`src/source/lpf_config.svh`:
```
`ifndef LPF_CONFIG_SVH
`define LPF_CONFIG_SVH

// audio sample and filter geometry
`define LPF_SAMPLE_W 24      // signed pcm sample width
`define LPF_TAPS 32          // delay line depth, longest average
`define LPF_SEL_W 3          // filter select width

// wishbone bus geometry
`define LPF_WB_ADR_W 4       // byte address, two words used
`define LPF_WB_DAT_W 32

// register byte offsets
`define LPF_REG_CTRL 4'h0    // filt_sel and history clear
`define LPF_REG_COUNT 4'h4   // output frame counter, read only

// CTRL register fields
`define LPF_CTRL_CLEAR_BIT 4 // write 1 to zero both delay lines

`endif

```
`src/source/lpf_pkg.sv`:
```
`include "lpf_config.svh"

package lpf_pkg;

	// one stereo sample period on the audio stream
	typedef struct packed {
		logic valid;
		logic signed [`LPF_SAMPLE_W-1:0] left;
		logic signed [`LPF_SAMPLE_W-1:0] right;
	} stereo_frame_t;

	// settings handed from the register block to both channel filters
	typedef struct packed {
		logic [`LPF_SEL_W-1:0] filt_sel; // 0..4 -> 1..16 taps, 5..7 -> 32 taps
		logic clear;                     // one cycle, zeroes the history
	} ctrl_t;

	// wishbone classic, master to slave
	typedef struct packed {
		logic cyc;
		logic stb;
		logic we;
		logic [`LPF_WB_ADR_W-1:0] adr;
		logic [`LPF_WB_DAT_W-1:0] dat_w;
	} wb_req_t;

	// wishbone classic, slave to master
	typedef struct packed {
		logic ack;
		logic [`LPF_WB_DAT_W-1:0] dat_r;
	} wb_rsp_t;

endpackage

```
`src/source/moving_avg_filter.sv`:
```
`timescale 1ns/1ps
`include "lpf_config.svh"

module moving_avg_filter (
	input  logic                             clk,
	input  logic                             reset_n,
	input  logic                             sample_en,
	input  logic signed [`LPF_SAMPLE_W-1:0]  sample_in,
	input  lpf_pkg::ctrl_t                   ctrl,
	output logic signed [`LPF_SAMPLE_W-1:0]  sample_out,
	output logic                             out_valid
);

	localparam int SAMPLE_W  = `LPF_SAMPLE_W;
	localparam int TAPS      = `LPF_TAPS;
	localparam int SEL_W     = `LPF_SEL_W;
	localparam int MAX_SHIFT = $clog2(TAPS);          // log2 of the longest average
	localparam int ACC_W     = SAMPLE_W + MAX_SHIFT + 1;

	logic signed [SAMPLE_W-1:0] taps [TAPS];          // taps[0] is the newest sample
	logic [SEL_W-1:0]           shift;                // log2 of the active length
	logic signed [ACC_W-1:0]    acc;
	logic                       sum_en;               // sample shifted in last edge

	// selects above the longest length saturate to it
	always_comb begin
		if (ctrl.filt_sel > SEL_W'(MAX_SHIFT)) begin
			shift = SEL_W'(MAX_SHIFT);
		end else begin
			shift = ctrl.filt_sel;
		end
	end

	// delay line, stage 1
	always_ff @(posedge clk) begin
		if (!reset_n) begin
			for (int k = 0; k < TAPS; k++) begin
				taps[k] <= '0;
			end
		end else if (ctrl.clear) begin
			for (int k = 0; k < TAPS; k++) begin
				taps[k] <= '0;
			end
			if (sample_en) begin
				taps[0] <= sample_in;                  // a frame landing with the clear is kept
			end
		end else if (sample_en) begin
			taps[0] <= sample_in;
			for (int k = 1; k < TAPS; k++) begin
				taps[k] <= taps[k-1];
			end
		end
	end

	/*
	 * Each tap is divided by the length before it is added, so the sum of
	 * the truncated terms stays inside the sample range and needs no clamp.
	 * The rounding differs slightly from dividing the full sum.
	 */
	always_comb begin
		acc = '0;
		for (int k = 0; k < TAPS; k++) begin
			if (k < (1 << shift)) begin
				acc = acc + (taps[k] >>> shift);      // arithmetic shift keeps the sign
			end
		end
	end

	// valid pipeline
	always_ff @(posedge clk) begin
		if (!reset_n) begin
			sum_en    <= 1'b0;
			out_valid <= 1'b0;
		end else begin
			sum_en    <= sample_en;
			out_valid <= sum_en;
		end
	end

	// result register, stage 2
	always_ff @(posedge clk) begin
		if (sum_en) begin
			sample_out <= acc[SAMPLE_W-1:0];
		end
	end

	// two cycle latency from the stream strobe
	a_out_valid_latency: assert property (
		@(posedge clk) disable iff (!reset_n)
		out_valid |-> $past(sample_en, 2)
	);

endmodule

```
`config.mk`:
```
export PLATFORM = sky130hd
export DESIGN_NAME = moving_avg_filter
export DESIGN_NICKNAME = d
export VERILOG_FILES = /design/src/source/lpf_pkg.sv /design/src/source/moving_avg_filter.sv
export VERILOG_INCLUDE_DIRS = /design/src /design/src/source
export SDC_FILE = /design/constraint.sdc
export NUM_CORES = 2
export LEC_CHECK = 0
export ABC_AREA = 1
export BUFFER_PORTS_ARGS = -buffer_cell sky130_fd_sc_hd__buf_2
export CELL_PAD_IN_SITES_DETAIL_PLACEMENT = 1
export CELL_PAD_IN_SITES_GLOBAL_PLACEMENT = 1
export CORE_ASPECT_RATIO = 0.5
export CORE_MARGIN = 2
export CORE_UTILIZATION = 51
export CTS_CLUSTER_SIZE = 28
export DETAILED_ROUTE_END_ITERATION = 8
export PLACE_DENSITY = 0.91
export SLEW_MARGIN = 20
export SYNTH_ARGS = -nofsm -noshare
export SYNTH_HDL_FRONTEND = slang
export SYNTH_SLANG_ARGS = --single-unit
```
`constraint.sdc`:
```
create_clock -name clk -period 129.8 [get_ports clk]
set_clock_uncertainty 0.15 [all_clocks]
set_input_delay 25.96 -clock clk [delete_from_list [all_inputs] [get_ports clk]]
set_output_delay 25.96 -clock clk [all_outputs]
set_load 0.02 [all_outputs]
```
* Word-level counts from Yosys, hierarchy flattened
Memories as Yosys holds them, arrays and structs flattened. Cells that the tools add are included.
Storage, ports and cells: input bits 31, memories kept 1, register bits 26, memory bits (read-only) 0, latch bits 0, logic and storage cells 275, output and inout bits 25, RAM bits 768
Cells by class: $add $sub $neg 31, multiply operators 0, muxes and demuxes 109, divide/modulo/power cells 0, eq/ne operators 0, reduce and logical (&&, ||, !) cells 0, shift operators 33, $lt $le $gt $ge 33, bitwise logic cells 65
Memory list:
- taps | words 32, width 24, read ports 32, clocked after Yosys merged registers in 0, wr ports 32, line moving_avg_filter.sv:20 | logic signed [SAMPLE_W-1:0] taps [TAPS];
Operators by type and width (count):
- $mux 24 | 97
- $sshr 24x3->24 | 32
- $add 24x24->24 | 31
- $lt 6x32->1 const A | 16
- $lt 5x32->1 const A | 8
- $lt 4x32->1 const A | 4
- $or 1x1->1 | 65
- $lt 3x32->1 const A | 2
- $lt 1x32->1 const A | 1
- $lt 2x32->1 const A | 1
- $shl 1x3->32 const A | 1
- $mux 1 | 11
- $gt 3x3->1 const B | 1
- $mux 3 | 1

* Depth between registers and ports, before layout
depth after elaboration 67, depth in mapped cells 253, depth with buffers taken out 215

* Worst setup path after synthesis
Ideal clock, no wire load.
kind input-to-reg, from input ctrl[3] in the netlist's numbering, to register sample_out[23] (data pin), arrival 62.111 ns, data required time 129.398 ns, buffers on the path 44, stages on the path 231, setup time 0.252 ns, path slack 67.287 ns, path through buf_4 -> nand2_4 -> nand2_4 -> buf_12 -> buf_8 -> buf_6 -> buf_4 -> buf_2 -> buf_2 -> clkbuf_1 -> buf_2 -> buf_2 -> clkbuf_1 -> clkbuf_1 -> buf_2 -> clkbuf_1 -> clkbuf_1 -> buf_2 -> [... 195 more ...] -> xor2_1 -> a21oi_1 -> ha_1 -> inv_1 -> nor2_1 -> nor2_1 -> xor2_1 -> o21ai_0 -> ha_1 -> nand2_1 -> nor2_1 -> a211oi_1 -> o21ai_0 -> xor2_1 -> nand3_1 -> nand2_1 -> nor2_1 -> nor2_1
Between the ends: longest elaborated chain between the ends 67
Ends and longest elaborated chain:
- start, declared | line moving_avg_filter.sv:9 | input lpf_pkg::ctrl_t ctrl,
- $gt 3x3->1 | line moving_avg_filter.sv:27 | if (ctrl.filt_sel > SEL_W'(MAX_SHIFT)) begin
- $mux 3 (*) | line moving_avg_filter.sv:27
- $shl 1x3->32 | line moving_avg_filter.sv:63 | if (k < (1 << shift)) begin
- $lt 1x32->1 | line moving_avg_filter.sv:63
- $mux 24 | line moving_avg_filter.sv:63
- $add 24x24->24 | line moving_avg_filter.sv:64 | acc = acc + (taps[k] >>> shift);
- $mux 24 | line moving_avg_filter.sv:63
- $add 24x24->24 | line moving_avg_filter.sv:64
- [... 52 more ...]
- $mux 24 | line moving_avg_filter.sv:63
- $add 24x24->24 | line moving_avg_filter.sv:64
- $mux 24 | line moving_avg_filter.sv:63
- $add 24x24->24 | line moving_avg_filter.sv:64
- $mux 24 | line moving_avg_filter.sv:63
- $add 24x24->24 | line moving_avg_filter.sv:64
- $mux 24 (*) | line moving_avg_filter.sv:63
- net acc[23] | line moving_avg_filter.sv:22 | logic signed [ACC_W-1:0] acc;
- end signal, assigned | line moving_avg_filter.sv:83 | sample_out <= acc[SAMPLE_W-1:0];
- end, declared | line moving_avg_filter.sv:10 | output logic signed [`LPF_SAMPLE_W-1:0] sample_out,
The timed path passes the listed nets; every way through them passes the cells marked *. A chain may end at the register's enable or synchronous reset.

* Worst setup path in the final report
Ends and elaborated chain as after synthesis.

==> run summary <==
Slowest cell delay on critical path = 760 ps
Top Ports = 56
Share of the synthesized area in the top cell type = 0.261
DR vias/cell = 6.02
Pins over their slew limit = 0
Worst-Skew Late Latency = 750 ps
Area occupied by multi-input gates = 56400 um2
DRC violations left = 0
Drt wl/cell = 21.2 um
Max-Cap Viols = 0
DRT antenna net count = 0
Critical Path AT = 59780 ps
Root buffer cell = clkbuf_16
Vias in the first global route = 101k
Crit path top cell by count = ha_1
Core ar. = 177000 um2
Layout cells sized above 1 = 0.0525
WP buf/inv = 28
Final worst path period need = 59420 ps
Die H = 303 um
CTS tree = yes
Syn_area_per_cell = 6.53 um2
CP Launch Type = input port
Cell family with most CP delay = compound AO/OA/AOI/OAI gates
PortBufs = 55
Final Hold Fails = 0
Clock sinks = 794
Filler Cells Inserted = 24.2k
Critical path class = input port to register
Setup violations, final = 0
Syn_nets = 14.7k
Area grow syn2layout = 4.62%
Largest area contributor in the netlist = edfxtp_1
Die X = 601 um
Sequential area share after synthesis = 0.262
Fin crit share = 0.458
CTS Hold Bufs = 0
Worst Tran Pin Value = 1160 ps
Most frequent cells in the layout = nand2_1, nor2_1, inv_1
Nets = 14.3k
Pin count of the biggest net entering global routing = 217
Largest family of logic cells by synthesized area = simple AND/OR/NAND/NOR gates
Synthesized cell area = 91000 um2
Post-synth ARST share = 0
Post-Synth Adder-Cell Area = 0.101
Critical-path top delay cell = a21oi_1
Most common cell after layout, fill and taps aside = nand2_1
Initial antenna violation count = 7
Starting DRT DRC Count = 7546
Yosys cell types = 70
FF+latch count, synth = 794
Crit Path Max Fanout = 56
Post-CTS setup buffers = 0
Clock-pin slew on the worst setup and hold paths = 70 ps
FF+latch area = 23800 um2
Ys Warns = 0
Starting density of the core = 0.514
Post-synth EDFFs = 792
Synth Area in Simple Gates = 0.279
H-tree levels = 3
Synth Area in Compound Gates = 0.202
Setup TNS = 0 ps
Resized Gates After CTS = 0
Xor and xnor area share after synthesis = 0.0322
Rel. slew slack = 0.225
Overflow left after global routing = 0
Global-route wire length before repair = 532 mm
Status = finished, final reports clean
Die area = 182000 um2
Number of CTS-inserted buffers = 88
Critical Path Sink Type = register
Worst EP required = 130160 ps
Post-synthesis mux area share = 0.00396
Pre-Repair DR Iteration Count = 5
RSZ-0062 raised after global routing = false
CTS max path bufs = 3
Fmax = 16.8 MHz
Post-Synthesis Cells = 13.9k
Vias = 96.4k
Synth area leaders = edfxtp_1, nand2_1, ha_1
Total routed wirelength = 340 mm
Gpl congestion = 0.922
Worst hold path type = register to register
Hpwl dp = 249 mm
Site Rows = 109
Main synth FF type = edfxtp_1
GRT Overall Usage = 0.362
cell type report:
type	count	area share
multi-input combinational	10400	0.592
sequential	794	0.250
inverter	2064	0.0819
tap	2386	0.0314
clock buffer	101	0.0240
timing repair buffer	163	0.0127
clock inverter	60	0.00726
antenna	5	0.000131
logic make-up (layout without fill, tap and decap cells):
family	count (synthesis)	after routing
AND/OR/NAND/NOR	6002	6002
flip-flops	794	794
other	0	5
adder cells (fa/ha/maj)	724	724
AO/OA/AOI/OAI	3349	3349
multiplexers	36	36
XOR/XNOR	334	334
buffers and inverters	2699	2388
layer usage:
metal | share of wire | global-route usage | vias to the layer above | wire (um)
met3 | 0.057 | 0.0451 | 972 | 19500
met2 | 0.48 | 0.644 | 3143 | 164000
met5 | 0.00013 | 0 | - | 45
li1 | - | - | 45600 | -
met4 | 0.050 | 0.182 | 6 | 16900
met1 | 0.41 | 0.432 | 46700 | 139000
Yosys cell counts, types with 88 or more instances:
cell type	instances
edfxtp_1	792
clkbuf_1	470
o22ai_1	323
o21ai_0	1517
a21oi_1	1033
xor2_1	176
nand2_1	2592
nor3_1	101
inv_1	2034
xnor2_1	158
nand3_2	125
nor2_1	2059
nand2_2	123
o221ai_1	88
ha_1	702
nand3_1	800
flip-flops by register name, indices dropped and copies added (netlist names):
register	count
out_valid	1
taps	768
sample_out	24
sum_en	1
worst min-delay path, stage by stage, from the launching register on:
cell and delay, ps:
edfxtp_1 320, inv_1 50, nor2_1 90
worst paths after layout:
path | start | endpoint | slack, ps | depth (start not counted)
hold / removal | taps[0][363] | taps[0][387] | 420 | 2
hold reg to reg | taps[0][363] | taps[0][387] | 420 | 2
setup / recovery | ctrl[3] | sample_out[23] | 70380 | 174
setup reg to reg | taps[0][5] | sample_out[23] | 96930 | 172
metrics by stage:
step	setup slack, ps	utilization	hold slack (ps)	cell area (um2)	cells
floorplan	67290	-	378	91000	13900
global placement	70540	0.521	392	92200	15900
detailed placement	70160	0.521	403	92200	15900
CTS	70610	0.538	417	95100	16000
global route	67300	0.538	444	95100	16000
finish	70380	0.538	415	95200	16000
Power is left out: the tool's default activity adds up to more than one toggle a clock period on the data nets, which glitch-free logic cannot reach.
