## config.mk

```make
export PLATFORM = sky130hd
export DESIGN_NAME = wb_ctrl_regs
export DESIGN_NICKNAME = d
export VERILOG_FILES = /design/src/source/lpf_pkg.sv /design/src/source/wb_ctrl_regs.sv
export VERILOG_INCLUDE_DIRS = /design/src /design/src/source
export SDC_FILE = /design/constraint.sdc
export NUM_CORES = 1
export LEC_CHECK = 0
export ABC_AREA = 1
export BUFFER_PORTS_ARGS = -buffer_cell sky130_fd_sc_hd__buf_2
export CAP_MARGIN = 20
export CORE_UTILIZATION = 48
export DETAILED_ROUTE_END_ITERATION = 8
export PLACE_DENSITY = 0.86
export SLEW_MARGIN = 20
export SYNTH_ARGS = -nofsm -noshare
export SYNTH_HDL_FRONTEND = slang
export SYNTH_SLANG_ARGS = --single-unit
```

## constraint.sdc

```tcl
create_clock -name clk -period 2.6 [get_ports clk]
set_input_delay 0.52 -clock clk [delete_from_list [all_inputs] [get_ports clk]]
set_output_delay 0.52 -clock clk [all_outputs]
set_load 0.02 [all_outputs]
```

## src/source/lpf_config.svh

```systemverilog
`ifndef LPF_CONFIG_SVH
`define LPF_CONFIG_SVH

// audio sample and filter geometry
`define LPF_SAMPLE_W 24      // signed pcm sample width
`define LPF_TAPS 32          // delay line depth, longest average
`define LPF_SEL_W 3          // filter select width

// wishbone bus geometry
`define LPF_WB_ADR_W 4       // byte address, two words used
`define LPF_WB_DAT_W 32

// register byte offsets
`define LPF_REG_CTRL 4'h0    // filt_sel and history clear
`define LPF_REG_COUNT 4'h4   // output frame counter, read only

// CTRL register fields
`define LPF_CTRL_CLEAR_BIT 4 // write 1 to zero both delay lines

`endif

```

## src/source/lpf_pkg.sv

```systemverilog
`include "lpf_config.svh"

package lpf_pkg;

	// one stereo sample period on the audio stream
	typedef struct packed {
		logic valid;
		logic signed [`LPF_SAMPLE_W-1:0] left;
		logic signed [`LPF_SAMPLE_W-1:0] right;
	} stereo_frame_t;

	// settings handed from the register block to both channel filters
	typedef struct packed {
		logic [`LPF_SEL_W-1:0] filt_sel; // 0..4 -> 1..16 taps, 5..7 -> 32 taps
		logic clear;                     // one cycle, zeroes the history
	} ctrl_t;

	// wishbone classic, master to slave
	typedef struct packed {
		logic cyc;
		logic stb;
		logic we;
		logic [`LPF_WB_ADR_W-1:0] adr;
		logic [`LPF_WB_DAT_W-1:0] dat_w;
	} wb_req_t;

	// wishbone classic, slave to master
	typedef struct packed {
		logic ack;
		logic [`LPF_WB_DAT_W-1:0] dat_r;
	} wb_rsp_t;

endpackage

```

## src/source/wb_ctrl_regs.sv

```systemverilog
`timescale 1ns/1ps
`include "lpf_config.svh"

module wb_ctrl_regs (
	input  logic              clk,
	input  logic              reset_n,
	input  lpf_pkg::wb_req_t  wb_req,
	output lpf_pkg::wb_rsp_t  wb_rsp,
	input  logic              frame_done,
	output lpf_pkg::ctrl_t    ctrl
);

	logic                      active;      // cyc and stb both high
	logic                      accept;      // request taken this cycle
	logic                      wr_ctrl;
	logic                      ack;
	logic [`LPF_WB_DAT_W-1:0]  dat_r;
	logic [`LPF_WB_DAT_W-1:0]  rd_data;
	logic [`LPF_SEL_W-1:0]     filt_sel;
	logic                      clear_arm;   // set with the ack of a clear write
	logic                      clear;
	logic [`LPF_WB_DAT_W-1:0]  frame_count;

	assign active  = wb_req.cyc && wb_req.stb;
	assign accept  = active && !ack;        // ack low in between, held request acks every other cycle
	assign wr_ctrl = accept && wb_req.we && (wb_req.adr == `LPF_REG_CTRL);

	// read mux, clear bit always reads back 0
	always_comb begin
		case (wb_req.adr)
			`LPF_REG_CTRL:  rd_data = `LPF_WB_DAT_W'(filt_sel);
			`LPF_REG_COUNT: rd_data = frame_count;
			default:        rd_data = '0;      // unmapped
		endcase
	end

	// bus handshake
	always_ff @(posedge clk) begin
		if (!reset_n) begin
			ack <= 1'b0;
		end else begin
			ack <= accept;
		end
	end

	always_ff @(posedge clk) begin
		if (accept) begin
			dat_r <= rd_data;                  // valid together with ack
		end
	end

	// control register and clear pulse
	always_ff @(posedge clk) begin
		if (!reset_n) begin
			filt_sel  <= '0;
			clear_arm <= 1'b0;
			clear     <= 1'b0;
		end else begin
			if (wr_ctrl) begin
				filt_sel <= wb_req.dat_w[`LPF_SEL_W-1:0];
			end
			clear_arm <= wr_ctrl && wb_req.dat_w[`LPF_CTRL_CLEAR_BIT];
			clear     <= clear_arm;              // lands the cycle after the ack
		end
	end

	// output frame counter, writes to COUNT fall through the decode
	always_ff @(posedge clk) begin
		if (!reset_n) begin
			frame_count <= '0;
		end else if (frame_done) begin
			frame_count <= frame_count + 1'b1;
		end
	end

	assign wb_rsp.ack   = ack;
	assign wb_rsp.dat_r = dat_r;

	assign ctrl.filt_sel = filt_sel;
	assign ctrl.clear    = clear;

	// every ack answers a request seen on the previous edge
	a_ack_needs_request: assert property (
		@(posedge clk) disable iff (!reset_n)
		ack |-> $past(wb_req.cyc && wb_req.stb)
	);

endmodule

```

# Word level (Yosys, flattened, before mapping)
# Index checks and enable logic that the tools add are counted.
[totals]
reg_bits = 70
latch_bits = 0
ram_bits = 0
rom_bits = 0
word_cells = 16
n_memories = 0
[classes]
n_addsub = 1
multipliers = 0
n_div = 0
n_lt_le_gt_ge = 0
eq_ne = 1
n_shift = 0
muxes = 1
bitwise = 0
n_reduce_logical = 7
[op_table]
columns = ["op", "count"]
rows = [
  ["$pmux W32 S2", 1],
  ["$add A32 B1 Y32 const B", 1],
  ["$logic_and A1 B1 Y1", 5],
  ["$eq A4 B3 Y1 const B", 1],
  ["$logic_not A4 Y1", 1],
  ["$logic_not A1 Y1", 1],
]

# Logic depth before layout (Yosys ltp)
# Gate-level depths: netlist of run 1.
[logic_depth]
depth_word = 5
depth_mapped = 9
mapped_depth_nobuf = 9

# Worst setup path after synthesis of run 1
# OpenSTA, ideal clock, no wires.
[synth_path]
path_type = "input -> register"
startpoint = "input port wb_req[38] (netlist bit)"
endpoint = "register filt_sel[0]"
arrival_time_ns = 2.519
setup_slack_ns = -0.036
path_stages = 5
n_path_buf = 0
path_cell_list = "nand2_1 -> nor2_1 -> nand3_1 -> o21ai_0 -> nor2_1"
[synth_between]
elab_chain_cells = 4
[synth_lines]
columns = ["item", "line_no", "rtl"]
rows = [
  ["start: declaration", "wb_ctrl_regs.sv:7", "input lpf_pkg::wb_req_t wb_req,"],
  ["$logic_and A1 B1 Y1", "wb_ctrl_regs.sv:24", "assign active = wb_req.cyc && wb_req.stb;"],
  ["$logic_and A1 B1 Y1", "wb_ctrl_regs.sv:25", "assign accept = active && !ack;"],
  ["net accept", "wb_ctrl_regs.sv:14", "logic accept;"],
  ["$logic_and A1 B1 Y1 (2 in a row)", "wb_ctrl_regs.sv:26", "assign wr_ctrl = accept && wb_req.we && (wb_req.adr == `LPF_REG_CTRL);"],
  ["end signal: assignment", "wb_ctrl_regs.sv:60", "filt_sel <= wb_req.dat_w[`LPF_SEL_W-1:0];"],
  ["end: declaration", "wb_ctrl_regs.sv:19", "logic [`LPF_SEL_W-1:0] filt_sel;"],
]
# The timed path passes the listed nets, and every way through them passes these cells.
# A chain may end at the register's enable or synchronous reset.

# Worst setup path after layout of run 1
[layout_path]
startpoint = "register frame_count[0]"
endpoint = "register frame_count[30]"
[layout_between]
elab_chain_cells = 1
[layout_lines]
columns = ["item", "line_no", "rtl"]
rows = [
  ["start: declaration", "wb_ctrl_regs.sv:22", "logic [`LPF_WB_DAT_W-1:0] frame_count;"],
  ["start signal: assignment", "wb_ctrl_regs.sv:72", "frame_count <= frame_count + 1'b1;"],
  ["$add A32 B1 Y32", "wb_ctrl_regs.sv:72", ""],
]
# No other way between the ends.

==> flow_results.xml, run 1 <==
<?xml version="1.0" encoding="UTF-8"?>
<metrics>
  <group name="route">
    <metric name="post_drt_wl_per_cell" unit="microns">12.4</metric>
    <metric name="via_count" unit="">2713</metric>
    <metric name="drtPass1Iterations" unit="">5</metric>
    <metric name="route.detailed.vias_per_inst" unit="">5.15</metric>
    <metric name="final_antenna_net_count" unit="">0</metric>
    <metric name="drc_errors" unit="">0</metric>
    <metric name="route.final.wire_length" unit="mm">6.54</metric>
    <metric name="first_iter_violations" unit="">186</metric>
  </group>
  <group name="clock_tree">
    <metric name="postCtsResizedCells" unit="">0</metric>
    <metric name="clkSlewWorstSetupHoldPaths" unit="ns">0.07</metric>
    <metric name="cts_root_buffer" unit="">sky130_fd_sc_hd__clkbuf_8</metric>
    <metric name="cts_tree" unit="">built</metric>
    <metric name="cts_made_buffers" unit="">9</metric>
    <metric name="numClockSinks" unit="">70</metric>
    <metric name="cts_hold_repair.buffers" unit="">0</metric>
    <metric name="cts_setup_buffers" unit="">0</metric>
    <metric name="clock_tree.htree_level_count" unit="">3</metric>
    <metric name="clk_path_buf_depth" unit="">2</metric>
    <metric name="clk-insertion-delay-late" unit="ns">0.35</metric>
  </group>
  <group name="timing">
    <metric name="final_hold_viol_count" unit="">0</metric>
    <metric name="clock-skew-final" unit="ns">0.00809</metric>
    <metric name="worst_max_slew_pin_slew" unit="ns">0.555</metric>
    <metric name="relSlewSlack" unit="%">62.9</metric>
    <metric name="layout_min_cycle_time" unit="ns">1.49</metric>
    <metric name="grt_setup_unrepaired" unit="">no</metric>
    <metric name="fmax" unit="MHz">672</metric>
    <metric name="tns" unit="ns">0</metric>
    <metric name="final_min_period_over_clock_period" unit="%">57.2</metric>
    <metric name="report.final.slew_viol_count" unit="">0</metric>
    <metric name="setup_viol" unit="">0</metric>
  </group>
  <group name="logic_synthesis">
    <metric name="synth.avg_cell_area" unit="sq um">8.14</metric>
    <metric name="mappedNetlistArea" unit="sq um">3180</metric>
    <metric name="synth_area_in_xor_xnor" unit="%">0.276</metric>
    <metric name="post_synthesis_compound_gate_area_fraction" unit="%">4.96</metric>
    <metric name="post_synth_inst_count" unit="">390</metric>
    <metric name="yosysUniqueCellTypes" unit="">21</metric>
    <metric name="yosysSeqAreaShare" unit="%">54.2</metric>
    <metric name="yosys_register_bits" unit="">70</metric>
    <metric name="synthesis.nets" unit="">433</metric>
    <metric name="ys_warn_count" unit="">0</metric>
    <metric name="yosys-mux-area-fraction" unit="%">0</metric>
    <metric name="synthAdderAreaFrac" unit="%">0.394</metric>
    <metric name="synth_simple_gate_area_share" unit="%">32.6</metric>
    <metric name="synth_top_family_by_area" unit="">simple AND/OR/NAND/NOR gates</metric>
  </group>
  <group name="placed_design">
    <metric name="place_area" unit="sq um">3500</metric>
    <metric name="place_congestion" unit="">0.858</metric>
    <metric name="hpwl" unit="mm">4.54</metric>
    <metric name="io_buffer_count" unit="">50</metric>
  </group>
  <group name="floorplanning">
    <metric name="ioPinCount" unit="">79</metric>
    <metric name="floorplan.die.width" unit="microns">83.3</metric>
    <metric name="rows" unit="">29</metric>
    <metric name="floorplan.core_area" unit="sq um">6350</metric>
    <metric name="floorplan.die.height" unit="microns">83.3</metric>
    <metric name="die-area" unit="sq um">6940</metric>
    <metric name="start_util" unit="%">50.0</metric>
  </group>
  <group name="global_route">
    <metric name="gr-total-overflow" unit="">0</metric>
    <metric name="grtUsageTotal" unit="%">19.9</metric>
    <metric name="antenna_found_initial" unit="">0</metric>
    <metric name="grt_max_degree" unit="">34</metric>
    <metric name="number_of_global_route_vias_before_repair" unit="">2540</metric>
    <metric name="wire_length_of_the_first_global_routing_pass" unit="mm">11.0</metric>
  </group>
  <group name="setup_path">
    <metric name="timing.rr.end" unit="">frame_count[30]</metric>
    <metric name="path_class" unit="">reg2reg</metric>
    <metric name="ff2ff_setup_slack" unit="ns">1.11</metric>
    <metric name="r2r_start" unit="">frame_count[0]</metric>
    <metric name="timing.critical_path.required" unit="ns">2.84</metric>
    <metric name="startpoint_class" unit="">flop</metric>
    <metric name="crit_path_max_fanout" unit="">6</metric>
    <metric name="worst-r2r-cell-count" unit="">8</metric>
    <metric name="cp.arrival" unit="ns">1.73</metric>
    <metric name="cp_slowest_stage_delay" unit="ns">0.38</metric>
    <metric name="timing.critical_path.to_type" unit="">flop</metric>
    <metric name="library_cell_contributing_the_largest_single_delay_on_the_critical_path" unit="">sky130_fd_sc_hd__dfxtp_1</metric>
    <metric name="critical_path.cell_chain" unit="">ha_1, nand3_1, nor2_1, nand2_1, nor2_4, nand3_1, nand2_1, nor2_1</metric>
  </group>
  <group name="final_layout">
    <metric name="n_antenna_cell" unit="">0</metric>
    <metric name="layout-drive-gt1-share" unit="%">21.6</metric>
    <metric name="final_net_count" unit="">488</metric>
    <metric name="final_area" unit="sq um">3710</metric>
    <metric name="area_growth_syn_to_layout" unit="%">16.7</metric>
  </group>
  <group name="run_status">
    <metric name="status" unit="">complete, no violations</metric>
  </group>
  <group name="min_path">
    <metric name="min_to" unit="">clear_arm</metric>
    <metric name="hold_start" unit="">wb_req[4]</metric>
    <metric name="classification_of_the_worst_slack_hold_path" unit="">in2reg</metric>
    <metric name="hold_depth" unit="">3</metric>
  </group>
  <group name="power_and_ir_drop">
    <metric name="p_leak" unit="nW">1.29</metric>
    <metric name="p_per_area" unit="nW/um^2">590</metric>
    <metric name="ir_worst_vdd" unit="uV">362</metric>
  </group>
  <group name="job">
    <metric name="max_cap_violations" unit="">0</metric>
  </group>
</metrics>
==> worst max-delay path, delay by kind of cell, from the launching register on <==
| kind | cells | cell delay, ns |
|---|---|---|
| flops | 1 | 0.38 |
| simple gates | 7 | 0.80 |
| fa+ha+maj | 1 | 0.21 |
==> layout make-up <==
class	instances	area (sq um)
fillers	553	2640
flip-flops and latches	70	1720
multi-input cells	261	1220
repair buffers	53	273
inverters	50	190
clock buffers	10	138
well taps	77	96.3
clock inverters	6	70.1
==> how the worst max path moves through the flow <==
stage | slack (ns) | startpoint | cells past startpoint | endpoint
floorplan | 0.56 | wb_req[38] | 5 | filt_sel[0]
global placement | 0.94 | frame_done | 8 | frame_count[21]
detailed placement | 0.82 | wb_req[38] | 7 | filt_sel[1]
CTS | 1.11 | frame_count[0] | 8 | frame_count[30]
global route | 0.94 | frame_count[0] | 7 | frame_count[10]
finish | 1.11 | frame_count[0] | 8 | frame_count[30]
==> cell families (layout without fill, tap and decap cells) <==
| family | after synthesis | count (layout) |
|---|---|---|
| adder cells (fa/ha/maj) | 1 | 1 |
| flip-flops | 70 | 70 |
| XOR/XNOR | 1 | 1 |
| buffers and inverters | 59 | 119 |
| AND/OR/NAND/NOR | 228 | 228 |
| AO/OA/AOI/OAI | 31 | 31 |
==> metal layers <==
metal,global-route usage (%),share of wire (%),vias to the layer above
met5,0,0,-
met4,11.8,2.1,0
met3,1.79,4.6,11
met2,34.1,49,70
met1,24.3,44,1270
li1,-,-,1362
==> Yosys cell counts <==
| cell | n | area share [%] |
|---|---|---|
| sky130_fd_sc_hd__nor2_2 | 12 | 2.4 |
| sky130_fd_sc_hd__nand3_2 | 2 | 0.63 |
| sky130_fd_sc_hd__nand4_1 | 9 | 1.8 |
| sky130_fd_sc_hd__nor2_4 | 7 | 2.5 |
| sky130_fd_sc_hd__nor3_1 | 17 | 2.7 |
| sky130_fd_sc_hd__a211oi_1 | 1 | 0.24 |
| sky130_fd_sc_hd__xor2_1 | 1 | 0.28 |
| sky130_fd_sc_hd__buf_6 | 1 | 0.35 |
| sky130_fd_sc_hd__dfxtp_1 | 38 | 24 |
| sky130_fd_sc_hd__nand2_2 | 5 | 0.99 |
| sky130_fd_sc_hd__o21ai_0 | 13 | 2.0 |
| sky130_fd_sc_hd__ha_1 | 1 | 0.39 |
| sky130_fd_sc_hd__buf_4 | 2 | 0.47 |
| sky130_fd_sc_hd__inv_4 | 1 | 0.20 |
| sky130_fd_sc_hd__clkbuf_1 | 6 | 0.71 |
| sky130_fd_sc_hd__a21oi_1 | 17 | 2.7 |
| sky130_fd_sc_hd__edfxtp_1 | 32 | 30 |
| sky130_fd_sc_hd__nor2_1 | 85 | 10 |
| sky130_fd_sc_hd__nand2_1 | 68 | 8.0 |
| sky130_fd_sc_hd__nand3_1 | 23 | 3.6 |
| sky130_fd_sc_hd__inv_1 | 49 | 5.8 |
==> cell usage in the layout (no fill, tap or decap), types with 17 or more instances in the layout <==
master,netlist,routed
sky130_fd_sc_hd__edfxtp_1,32,32
sky130_fd_sc_hd__nand2_1,68,68
sky130_fd_sc_hd__nand3_1,23,23
sky130_fd_sc_hd__inv_1,49,49
sky130_fd_sc_hd__dfxtp_1,38,38
sky130_fd_sc_hd__nor2_1,85,84
sky130_fd_sc_hd__a21oi_1,17,17
sky130_fd_sc_hd__buf_2,0,50
sky130_fd_sc_hd__nor3_1,17,17
==> where the power goes <==
group          total [mW]  leakage (nW)  switching [mW]  internal (mW)
sequential           1.18         0.601         0.00754           1.17
clock               0.903        0.0951           0.429          0.473
combinational       0.107         0.590          0.0754         0.0314
==> metrics by stage <==
| step | instances | worst slack, ns | utilization [%] | hold slack [ns] | total power [mW] |
|---|---|---|---|---|---|
| 6_report | 527 | 1.11 | 58.4 | 0.388 | 2.19 |
| 5_1_grt | 527 | 0.938 | 58.4 | 0.407 | 2.25 |
| 4_1_cts | 527 | 1.11 | 58.4 | 0.382 | 2.20 |
| 3_5_place_dp | 511 | 0.820 | 55.1 | 0.406 | 1.31 |
| 3_3_place_gp | 511 | 0.935 | 55.1 | 0.402 | 1.31 |
| 2_1_floorplan | 390 | 0.557 | - | 0.390 | 1.27 |
==> flip-flops by register name (all words and copies together), names as in the netlist <==
register	flops
clear	1
filt_sel	3
clear_arm	1
frame_count	32
dat_r	32
ack	1
Power figures use the tool's default switching activity.
==> run 2, diff against run 1 <==
--- a/config.mk
+++ b/config.mk
@@ -6,12 +6,12 @@
 export SDC_FILE = /design/constraint.sdc
 export NUM_CORES = 1
 export LEC_CHECK = 0
-export ABC_AREA = 1
+export ABC_AREA = 0
 export BUFFER_PORTS_ARGS = -buffer_cell sky130_fd_sc_hd__buf_2
 export CAP_MARGIN = 20
-export CORE_UTILIZATION = 48
+export CORE_UTILIZATION = 52
 export DETAILED_ROUTE_END_ITERATION = 8
-export PLACE_DENSITY = 0.86
+export PLACE_DENSITY = 0.89
 export SLEW_MARGIN = 20
 export SYNTH_ARGS = -nofsm -noshare
 export SYNTH_HDL_FRONTEND = slang
==> constraint.sdc (replaced) <==
create_clock -name clk -period 1.5 [get_ports clk]
set_input_delay 0.3 -clock clk [delete_from_list [all_inputs] [get_ports clk]]
set_output_delay 0.3 -clock clk [all_outputs]
set_load 0.02 [all_outputs]
==> run 2 against run 1 <==
Against the previous run:
- the run now ends with negative setup slack left
- via count shrank 7.2%
- global-route usage grew 5.2 points
- worst setup slack lost 1.6 ns
- non-clock buffer count grew 57
- clock skew grew 0.0016 ns
- register-to-register slack lost 1.6 ns
- critical path type unchanged
- critical endpoint is now frame_count[24]
- highest routed layer unchanged
==> flow_results.xml, run 2 <==
<?xml version="1.0" encoding="UTF-8"?>
<metrics>
  <group name="placed_design">
    <metric name="placed_cells_incl_taps" unit="">411</metric>
    <metric name="io_buffer_count" unit="">50</metric>
    <metric name="hpwl" unit="mm">4.03</metric>
    <metric name="place_congestion" unit="">0.787</metric>
  </group>
  <group name="final_layout">
    <metric name="fillers" unit="">321</metric>
    <metric name="final_util" unit="%">76.0</metric>
    <metric name="final-instance-count-excl-fill" unit="">445</metric>
    <metric name="top_flop_regs" unit="">dat_r (32), frame_count (32), filt_sel (3)</metric>
    <metric name="multi_input_area" unit="sq um">1250</metric>
    <metric name="layout-drive-gt1-share" unit="%">44.5</metric>
    <metric name="n_antenna_cell" unit="">0</metric>
    <metric name="final_net_count" unit="">413</metric>
    <metric name="layout.cells.most_common_list" unit="">sky130_fd_sc_hd__buf_4 (56), sky130_fd_sc_hd__buf_2 (50), sky130_fd_sc_hd__and2_1 (32), sky130_fd_sc_hd__edfxtp_1 (32)</metric>
    <metric name="layout_commonest_cell" unit="">sky130_fd_sc_hd__buf_4</metric>
    <metric name="area_growth_syn_to_layout" unit="%">37.6</metric>
    <metric name="seq_area" unit="sq um">1750</metric>
  </group>
  <group name="min_path">
    <metric name="hold_depth" unit="">3</metric>
    <metric name="classification_of_the_worst_slack_hold_path" unit="">in2reg</metric>
  </group>
  <group name="global_route">
    <metric name="grtUsageTotal" unit="%">25.1</metric>
    <metric name="number_of_global_route_vias_before_repair" unit="">2403</metric>
    <metric name="grt_max_degree" unit="">36</metric>
    <metric name="antenna_found_initial" unit="">0</metric>
    <metric name="wire_length_of_the_first_global_routing_pass" unit="mm">11.2</metric>
    <metric name="gr-total-overflow" unit="">0</metric>
  </group>
  <group name="floorplanning">
    <metric name="die-area" unit="sq um">5870</metric>
    <metric name="floorplan.die.height" unit="microns">76.6</metric>
    <metric name="floorplan.die.width" unit="microns">76.6</metric>
    <metric name="rows" unit="">26</metric>
    <metric name="ioPinCount" unit="">79</metric>
    <metric name="start_util" unit="%">55.3</metric>
    <metric name="floorplan.core_area" unit="sq um">5240</metric>
  </group>
  <group name="logic_synthesis">
    <metric name="post-synth-top-area-fraction" unit="%">33.2</metric>
    <metric name="ys_warn_count" unit="">0</metric>
    <metric name="post_synth_inst_count" unit="">261</metric>
    <metric name="mappedNetlistArea" unit="sq um">2890</metric>
    <metric name="yosys.cell_count.top_type" unit="">sky130_fd_sc_hd__dfxtp_1</metric>
    <metric name="synth.area.top_cells" unit="">sky130_fd_sc_hd__edfxtp_1 (33%), sky130_fd_sc_hd__dfxtp_1 (26%), sky130_fd_sc_hd__and2_1 (6.9%), sky130_fd_sc_hd__or4_1 (3.9%), sky130_fd_sc_hd__a21oi_1 (3.6%)</metric>
    <metric name="yosysUniqueCellTypes" unit="">32</metric>
    <metric name="synth_top_cells_by_count" unit="">sky130_fd_sc_hd__dfxtp_1 (38), sky130_fd_sc_hd__and2_1 (32), sky130_fd_sc_hd__edfxtp_1 (32)</metric>
    <metric name="yosysSeqAreaShare" unit="%">59.5</metric>
    <metric name="synth_top_area_cell" unit="">sky130_fd_sc_hd__edfxtp_1</metric>
    <metric name="synth.avg_cell_area" unit="sq um">11.1</metric>
    <metric name="dominantRegCellSynth" unit="">sky130_fd_sc_hd__dfxtp_1</metric>
    <metric name="synthesis.nets" unit="">304</metric>
    <metric name="number_of_enable_type_register_cells_in_the_synthesized_netlist" unit="">32</metric>
    <metric name="yosys_register_bits" unit="">70</metric>
    <metric name="async_flop_share" unit="%">0</metric>
  </group>
  <group name="timing">
    <metric name="clock-skew-final" unit="ns">0.00965</metric>
    <metric name="report.final.slew_viol_count" unit="">0</metric>
    <metric name="worst_max_slew_pin_slew" unit="ns">0.370</metric>
    <metric name="layout_min_cycle_time" unit="ns">1.99</metric>
    <metric name="fmax" unit="MHz">504</metric>
    <metric name="setup_viol" unit="">20</metric>
    <metric name="tns" unit="ns">-5.82</metric>
    <metric name="final_min_period_over_clock_period" unit="%">132</metric>
    <metric name="relSlewSlack" unit="%">75.1</metric>
    <metric name="grt_setup_unrepaired" unit="">yes</metric>
    <metric name="final_hold_viol_count" unit="">0</metric>
    <metric name="postLayoutSetupSlackWorst" unit="ns">-0.486</metric>
  </group>
  <group name="setup_path">
    <metric name="timing.critical_path.to_type" unit="">flop</metric>
    <metric name="critical_path.cell_chain" unit="">nand4_1, buf_4, or4_4, or4_1, a21oi_1</metric>
    <metric name="library_cell_contributing_the_largest_single_delay_on_the_critical_path" unit="">sky130_fd_sc_hd__or4_1</metric>
    <metric name="timing.critical_path.required" unit="ns">1.78</metric>
    <metric name="crit_path_max_fanout" unit="">4</metric>
    <metric name="worst-r2r-cell-count" unit="">5</metric>
    <metric name="startpoint_class" unit="">flop</metric>
    <metric name="cp_slowest_stage_delay" unit="ns">0.54</metric>
    <metric name="cp.arrival" unit="ns">2.26</metric>
    <metric name="path_class" unit="">reg2reg</metric>
  </group>
  <group name="clock_tree">
    <metric name="cts_made_buffers" unit="">9</metric>
    <metric name="clk-insertion-delay-late" unit="ns">0.35</metric>
    <metric name="cts_tree" unit="">built</metric>
    <metric name="clock_tree.htree_level_count" unit="">3</metric>
    <metric name="numClockSinks" unit="">70</metric>
    <metric name="cts_root_buffer" unit="">sky130_fd_sc_hd__clkbuf_8</metric>
    <metric name="clkSlewWorstSetupHoldPaths" unit="ns">0.07</metric>
    <metric name="clk_path_buf_depth" unit="">2</metric>
  </group>
  <group name="route">
    <metric name="via_count" unit="">2519</metric>
    <metric name="drtPass1Iterations" unit="">4</metric>
    <metric name="post_drt_wl_per_cell" unit="microns">16.4</metric>
    <metric name="route.final.wire_length" unit="mm">7.28</metric>
    <metric name="drc_errors" unit="">0</metric>
    <metric name="final_antenna_net_count" unit="">0</metric>
    <metric name="route.detailed.vias_per_inst" unit="">5.66</metric>
    <metric name="first_iter_violations" unit="">220</metric>
  </group>
  <group name="power_and_ir_drop">
    <metric name="total_switching_power" unit="mW">0.787</metric>
    <metric name="p_per_area" unit="nW/um^2">886</metric>
    <metric name="ir_worst_vdd" unit="uV">689</metric>
    <metric name="power_frac_comb" unit="%">5.3</metric>
    <metric name="internal_power" unit="mW">2.74</metric>
    <metric name="seq_power_share" unit="%">58.1</metric>
    <metric name="switching_share" unit="%">22.3</metric>
    <metric name="p_leak" unit="nW">1.52</metric>
    <metric name="power.clock.fraction" unit="%">36.5</metric>
  </group>
  <group name="run_status">
    <metric name="status" unit="">complete, but fails checks</metric>
    <metric name="violations_in_the_final_reports" unit="">negative setup slack</metric>
  </group>
  <group name="job">
    <metric name="max_cap_violations" unit="">0</metric>
  </group>
</metrics>
==> run 2: changes by cell type after synthesis, moves of 8 or more <==
cell,change
sky130_fd_sc_hd__nor2_1,-71
sky130_fd_sc_hd__nand2_1,-58
sky130_fd_sc_hd__inv_1,-44
sky130_fd_sc_hd__and2_1,+32
sky130_fd_sc_hd__nor3_1,-15
sky130_fd_sc_hd__or4_1,+15
sky130_fd_sc_hd__nand3_1,-14
sky130_fd_sc_hd__o31ai_1,+14
sky130_fd_sc_hd__nor2_2,-12
sky130_fd_sc_hd__or3_1,+8
==> run 2: logic make-up (layout without fill, tap and decap cells) <==
| family | count (synthesis) | in the layout | share of synthesized area (%) |
|---|---|---|---|
| xor gates and xnor gates | 10 | 10 | 3.03 |
| buffers and inverters | 20 | 132 | 3.24 |
| muxes | 4 | 4 | 1.38 |
| AOI/OAI and AO/OA | 45 | 45 | 9.38 |
| adders and majority gates | 1 | 1 | 0.432 |
| DFF | 70 | 70 | 59.5 |
| and+or+nand+nor | 111 | 113 | 23.0 |
==> run 2: path summary, 6_finish.rpt <==
path / start / endpoint / slack [ns]
max: frame_count[18] / frame_count[24] / -0.49
max reg2reg: frame_count[18] / frame_count[24] / -0.49
min reg2reg: clear_arm / clear / 0.43
min: wb_req[2] / filt_sel[2] / 0.19
==> run 2: through the flow <==
stage	total power [mW]	instance area (sq um)	hold slack (ns)	setup WS, ns
final	3.53	3980	0.187	-0.486
after global placement	2.27	3520	0.415	-0.254
after floorplan	2.19	2920	0.412	-0.246
after global routing	3.65	3980	0.203	-0.522
after detailed placement	2.28	3520	0.421	-0.411
after CTS	3.52	3840	0.187	-0.400
==> run 2: final cells by class <==
class                   count  share of cell area, %
well taps                  70                   2.20
flip-flops and latches     70                   43.9
repair buffers            110                   18.0
clock inverters             2                  0.220
inverters                   6                  0.566
multi-input cells         173                   31.4
clock buffers              14                   3.83
==> run 2: what timing repair did <==
action,CTS,global route
hold buffers,0,0
resized for setup,18,21
pin swaps,19,6
cloned,2,0
endpoints found under the setup margin,20,20
buffers inserted,11,5
==> run 2: power groups by stage <==
stage | logic (mW) | registers [mW] | clock network (mW)
after floorplan | 0.0495 | 2.14 | 0
final | 0.189 | 2.05 | 1.29
after detailed placement | 0.186 | 2.09 | 0
after global routing | 0.205 | 2.05 | 1.39
after global placement | 0.182 | 2.09 | 0
after CTS | 0.187 | 2.05 | 1.28
==> run 2: routing by layer <==
layer	GRT usage (%)	part of all wire (%)	vias up
met2	42.9	51	110
met3	6.59	6.5	29
met4	17.5	3.4	0
met1	27.0	39	1193
li1	-	-	1187
met5	0	0	-
==> run 2: critical path, delay by kind of cell, from the launching register on <==
family	cells	cell delay [ns]
buffers and inverters	1	0.22
AOI/OAI and AO/OA	1	0.15
and+or+nand+nor	3	1.22
DFF	1	0.33
==> run 3, diff against run 2 <==
==> constraint.sdc (replaced) <==
create_clock -name clk -period 1.5 [get_ports clk]
set_input_delay 0.15 -clock clk [delete_from_list [all_inputs] [get_ports clk]]
set_output_delay 0.15 -clock clk [all_outputs]
set_load 0.02 [all_outputs]
==> run 3 against run 2 <==
Against the previous run:
- the flow still finishes with violations (negative setup slack)
- final area increased by 3.3%
- clock skew increased by 0.0014 ns
- combinational power increased by 12%
- maximum frequency increased by 2.5%
- wire length increased by 12%
- non-clock buffer count increased by 6
- critical path type unchanged
- critical endpoint is now frame_count[29]
==> flow_results.xml, run 3 (synthesized netlist as in run 2, its figures left out) <==
<?xml version="1.0" encoding="UTF-8"?>
<metrics>
  <group name="clock_tree">
    <metric name="clk-insertion-delay-late" unit="ns">0.35</metric>
    <metric name="cts_tree" unit="">built</metric>
    <metric name="cts_root_buffer" unit="">sky130_fd_sc_hd__clkbuf_8</metric>
    <metric name="clkSlewWorstSetupHoldPaths" unit="ns">0.07</metric>
    <metric name="clock_tree.htree_level_count" unit="">3</metric>
    <metric name="cts_hold_repair.buffers" unit="">0</metric>
    <metric name="numClockSinks" unit="">70</metric>
    <metric name="clk_path_buf_depth" unit="">2</metric>
    <metric name="cts_made_buffers" unit="">9</metric>
  </group>
  <group name="global_route">
    <metric name="number_of_global_route_vias_before_repair" unit="">2322</metric>
    <metric name="grt_max_degree" unit="">33</metric>
    <metric name="gr-total-overflow" unit="">0</metric>
    <metric name="wire_length_of_the_first_global_routing_pass" unit="mm">10.7</metric>
    <metric name="antenna_found_initial" unit="">0</metric>
    <metric name="grtUsageTotal" unit="%">23.8</metric>
  </group>
  <group name="setup_path">
    <metric name="timing.critical_path.required" unit="ns">1.76</metric>
    <metric name="path_class" unit="">reg2reg</metric>
    <metric name="startpoint_class" unit="">flop</metric>
    <metric name="cp.arrival" unit="ns">2.20</metric>
    <metric name="crit_path_max_fanout" unit="">6</metric>
    <metric name="timing.critical_path.to_type" unit="">flop</metric>
  </group>
  <group name="timing">
    <metric name="final_min_period_over_clock_period" unit="%">129</metric>
    <metric name="report.final.slew_viol_count" unit="">0</metric>
    <metric name="tns" unit="ns">-5.75</metric>
    <metric name="final_hold_viol_count" unit="">0</metric>
    <metric name="worst_hold_slack" unit="ns">0.0362</metric>
    <metric name="clock-skew-final" unit="ns">0.0111</metric>
    <metric name="postLayoutSetupSlackWorst" unit="ns">-0.437</metric>
    <metric name="worst_max_slew_pin_slew" unit="ns">0.529</metric>
    <metric name="layout_min_cycle_time" unit="ns">1.94</metric>
    <metric name="fmax" unit="MHz">516</metric>
    <metric name="setup_viol" unit="">21</metric>
    <metric name="grt_setup_unrepaired" unit="">yes</metric>
    <metric name="relSlewSlack" unit="%">64.5</metric>
  </group>
  <group name="min_path">
    <metric name="classification_of_the_worst_slack_hold_path" unit="">in2reg</metric>
  </group>
  <group name="power_and_ir_drop">
    <metric name="p_leak" unit="nW">1.59</metric>
    <metric name="switching_share" unit="%">22.3</metric>
    <metric name="internal_power" unit="mW">2.80</metric>
    <metric name="total_switching_power" unit="mW">0.804</metric>
    <metric name="seq_power_share" unit="%">56.8</metric>
    <metric name="p_per_area" unit="nW/um^2">877</metric>
    <metric name="power_frac_comb" unit="%">5.8</metric>
    <metric name="power.clock.fraction" unit="%">37.4</metric>
    <metric name="ir_worst_vdd" unit="uV">602</metric>
  </group>
  <group name="final_layout">
    <metric name="n_antenna_cell" unit="">0</metric>
    <metric name="final_net_count" unit="">418</metric>
    <metric name="layout-drive-gt1-share" unit="%">47.4</metric>
    <metric name="top_flop_regs" unit="">dat_r (32), frame_count (32), filt_sel (3)</metric>
    <metric name="final_util" unit="%">78.5</metric>
    <metric name="layout.cells.most_common_list" unit="">sky130_fd_sc_hd__buf_4 (51), sky130_fd_sc_hd__buf_2 (50), sky130_fd_sc_hd__and2_1 (32), sky130_fd_sc_hd__edfxtp_1 (32), sky130_fd_sc_hd__dfxtp_1 (19)</metric>
    <metric name="layout_commonest_cell" unit="">sky130_fd_sc_hd__buf_4</metric>
    <metric name="area_growth_syn_to_layout" unit="%">42.2</metric>
    <metric name="final_area" unit="sq um">4110</metric>
  </group>
  <group name="placed_design">
    <metric name="place_area" unit="sq um">3540</metric>
    <metric name="place_congestion" unit="">0.822</metric>
    <metric name="dp_worst_setup_slack" unit="ns">-0.315</metric>
    <metric name="hpwl" unit="mm">4.04</metric>
    <metric name="io_buffer_count" unit="">50</metric>
  </group>
  <group name="route">
    <metric name="route.detailed.vias_per_inst" unit="">5.92</metric>
    <metric name="post_drt_wl_per_cell" unit="microns">18.2</metric>
    <metric name="first_iter_violations" unit="">408</metric>
    <metric name="final_antenna_net_count" unit="">0</metric>
    <metric name="route.final.wire_length" unit="mm">8.18</metric>
    <metric name="drtPass1Iterations" unit="">5</metric>
    <metric name="via_count" unit="">2666</metric>
    <metric name="drc_errors" unit="">0</metric>
  </group>
  <group name="job">
    <metric name="max_cap_violations" unit="">0</metric>
  </group>
  <group name="floorplanning">
    <metric name="floorplan.die.height" unit="microns">76.6</metric>
    <metric name="die-area" unit="sq um">5870</metric>
    <metric name="rows" unit="">26</metric>
    <metric name="ioPinCount" unit="">79</metric>
    <metric name="start_util" unit="%">55.3</metric>
    <metric name="floorplan.die.width" unit="microns">76.6</metric>
    <metric name="floorplan.core_area" unit="sq um">5240</metric>
  </group>
  <group name="run_status">
    <metric name="status" unit="">complete, but fails checks</metric>
    <metric name="violations_in_the_final_reports" unit="">negative setup slack</metric>
  </group>
</metrics>
## run 3: cell types whose count changed in the layout (fill, tap and decap cells not counted), moves of 3 or more
cell / previous run / this run
sky130_fd_sc_hd__a21oi_1: 20 / 11
sky130_fd_sc_hd__a21oi_2: 1 / 10
sky130_fd_sc_hd__buf_6: 4 / 13
sky130_fd_sc_hd__buf_4: 56 / 51
sky130_fd_sc_hd__o31ai_1: 7 / 11
sky130_fd_sc_hd__o31ai_2: 3 / 0
sky130_fd_sc_hd__or3_4: 1 / 4
## run 3: repair_timing
| action | in CTS | in global routing |
|---|---|---|
| setup endpoints to repair | 20 | 21 |
| resized for setup | 27 | 32 |
| gates cloned | 0 | 1 |
| setup buffers | 17 | 5 |
| pin swaps | 22 | 19 |
## run 3: layout make-up
type	count	area [sq um]
clock buffers	15	166
well taps	70	87.6
inverters	6	22.5
flip-flops and latches	70	1750
repair buffers	116	820
fillers	289	1120
clock inverters	1	5.00
multi-input cells	172	1260
## run 3: worst paths after layout
check	startpoint	end	slack, ns	cells past startpoint
max	frame_count[5]	frame_count[29]	-0.44	4
min	reset_n	clear	0.04	2
max reg2reg	frame_count[5]	frame_count[29]	-0.44	4
min reg2reg	clear_arm	clear	0.43	1
## run 3: critical path, stage by stage (launching register included)
cell,delay (ns)
sky130_fd_sc_hd__dfxtp_2,0.34
sky130_fd_sc_hd__nand4_1,0.24
sky130_fd_sc_hd__or3_4,0.51
sky130_fd_sc_hd__or4_1,0.54
sky130_fd_sc_hd__a21oi_1,0.22
## run 3: power groups by stage
stage               sequential, mW  clock (mW)  combinational, mW
CTS                           2.05        1.36              0.204
global route                  2.05        1.43              0.225
detailed placement            2.09           0              0.191
floorplan                     2.14           0             0.0495
global placement              2.09           0              0.187
finish                        2.05        1.35              0.211
## run 3: layer usage
metal / part of all wire, % / global-route usage, % / vias up
met5: 0 / 0 / -
met4: 5.1 / 16.0 / 0
met3: 7.6 / 4.31 / 43
met2: 50 / 41.9 / 178
met1: 37 / 26.2 / 1250
li1: - / - / 1195
## run 3: stage by stage
stage               total power [mW]  cells
floorplan                       2.19    261
global placement                2.27    412
detailed placement              2.28    412
CTS                             3.61    444
global route                    3.70    450
finish                          3.61    450
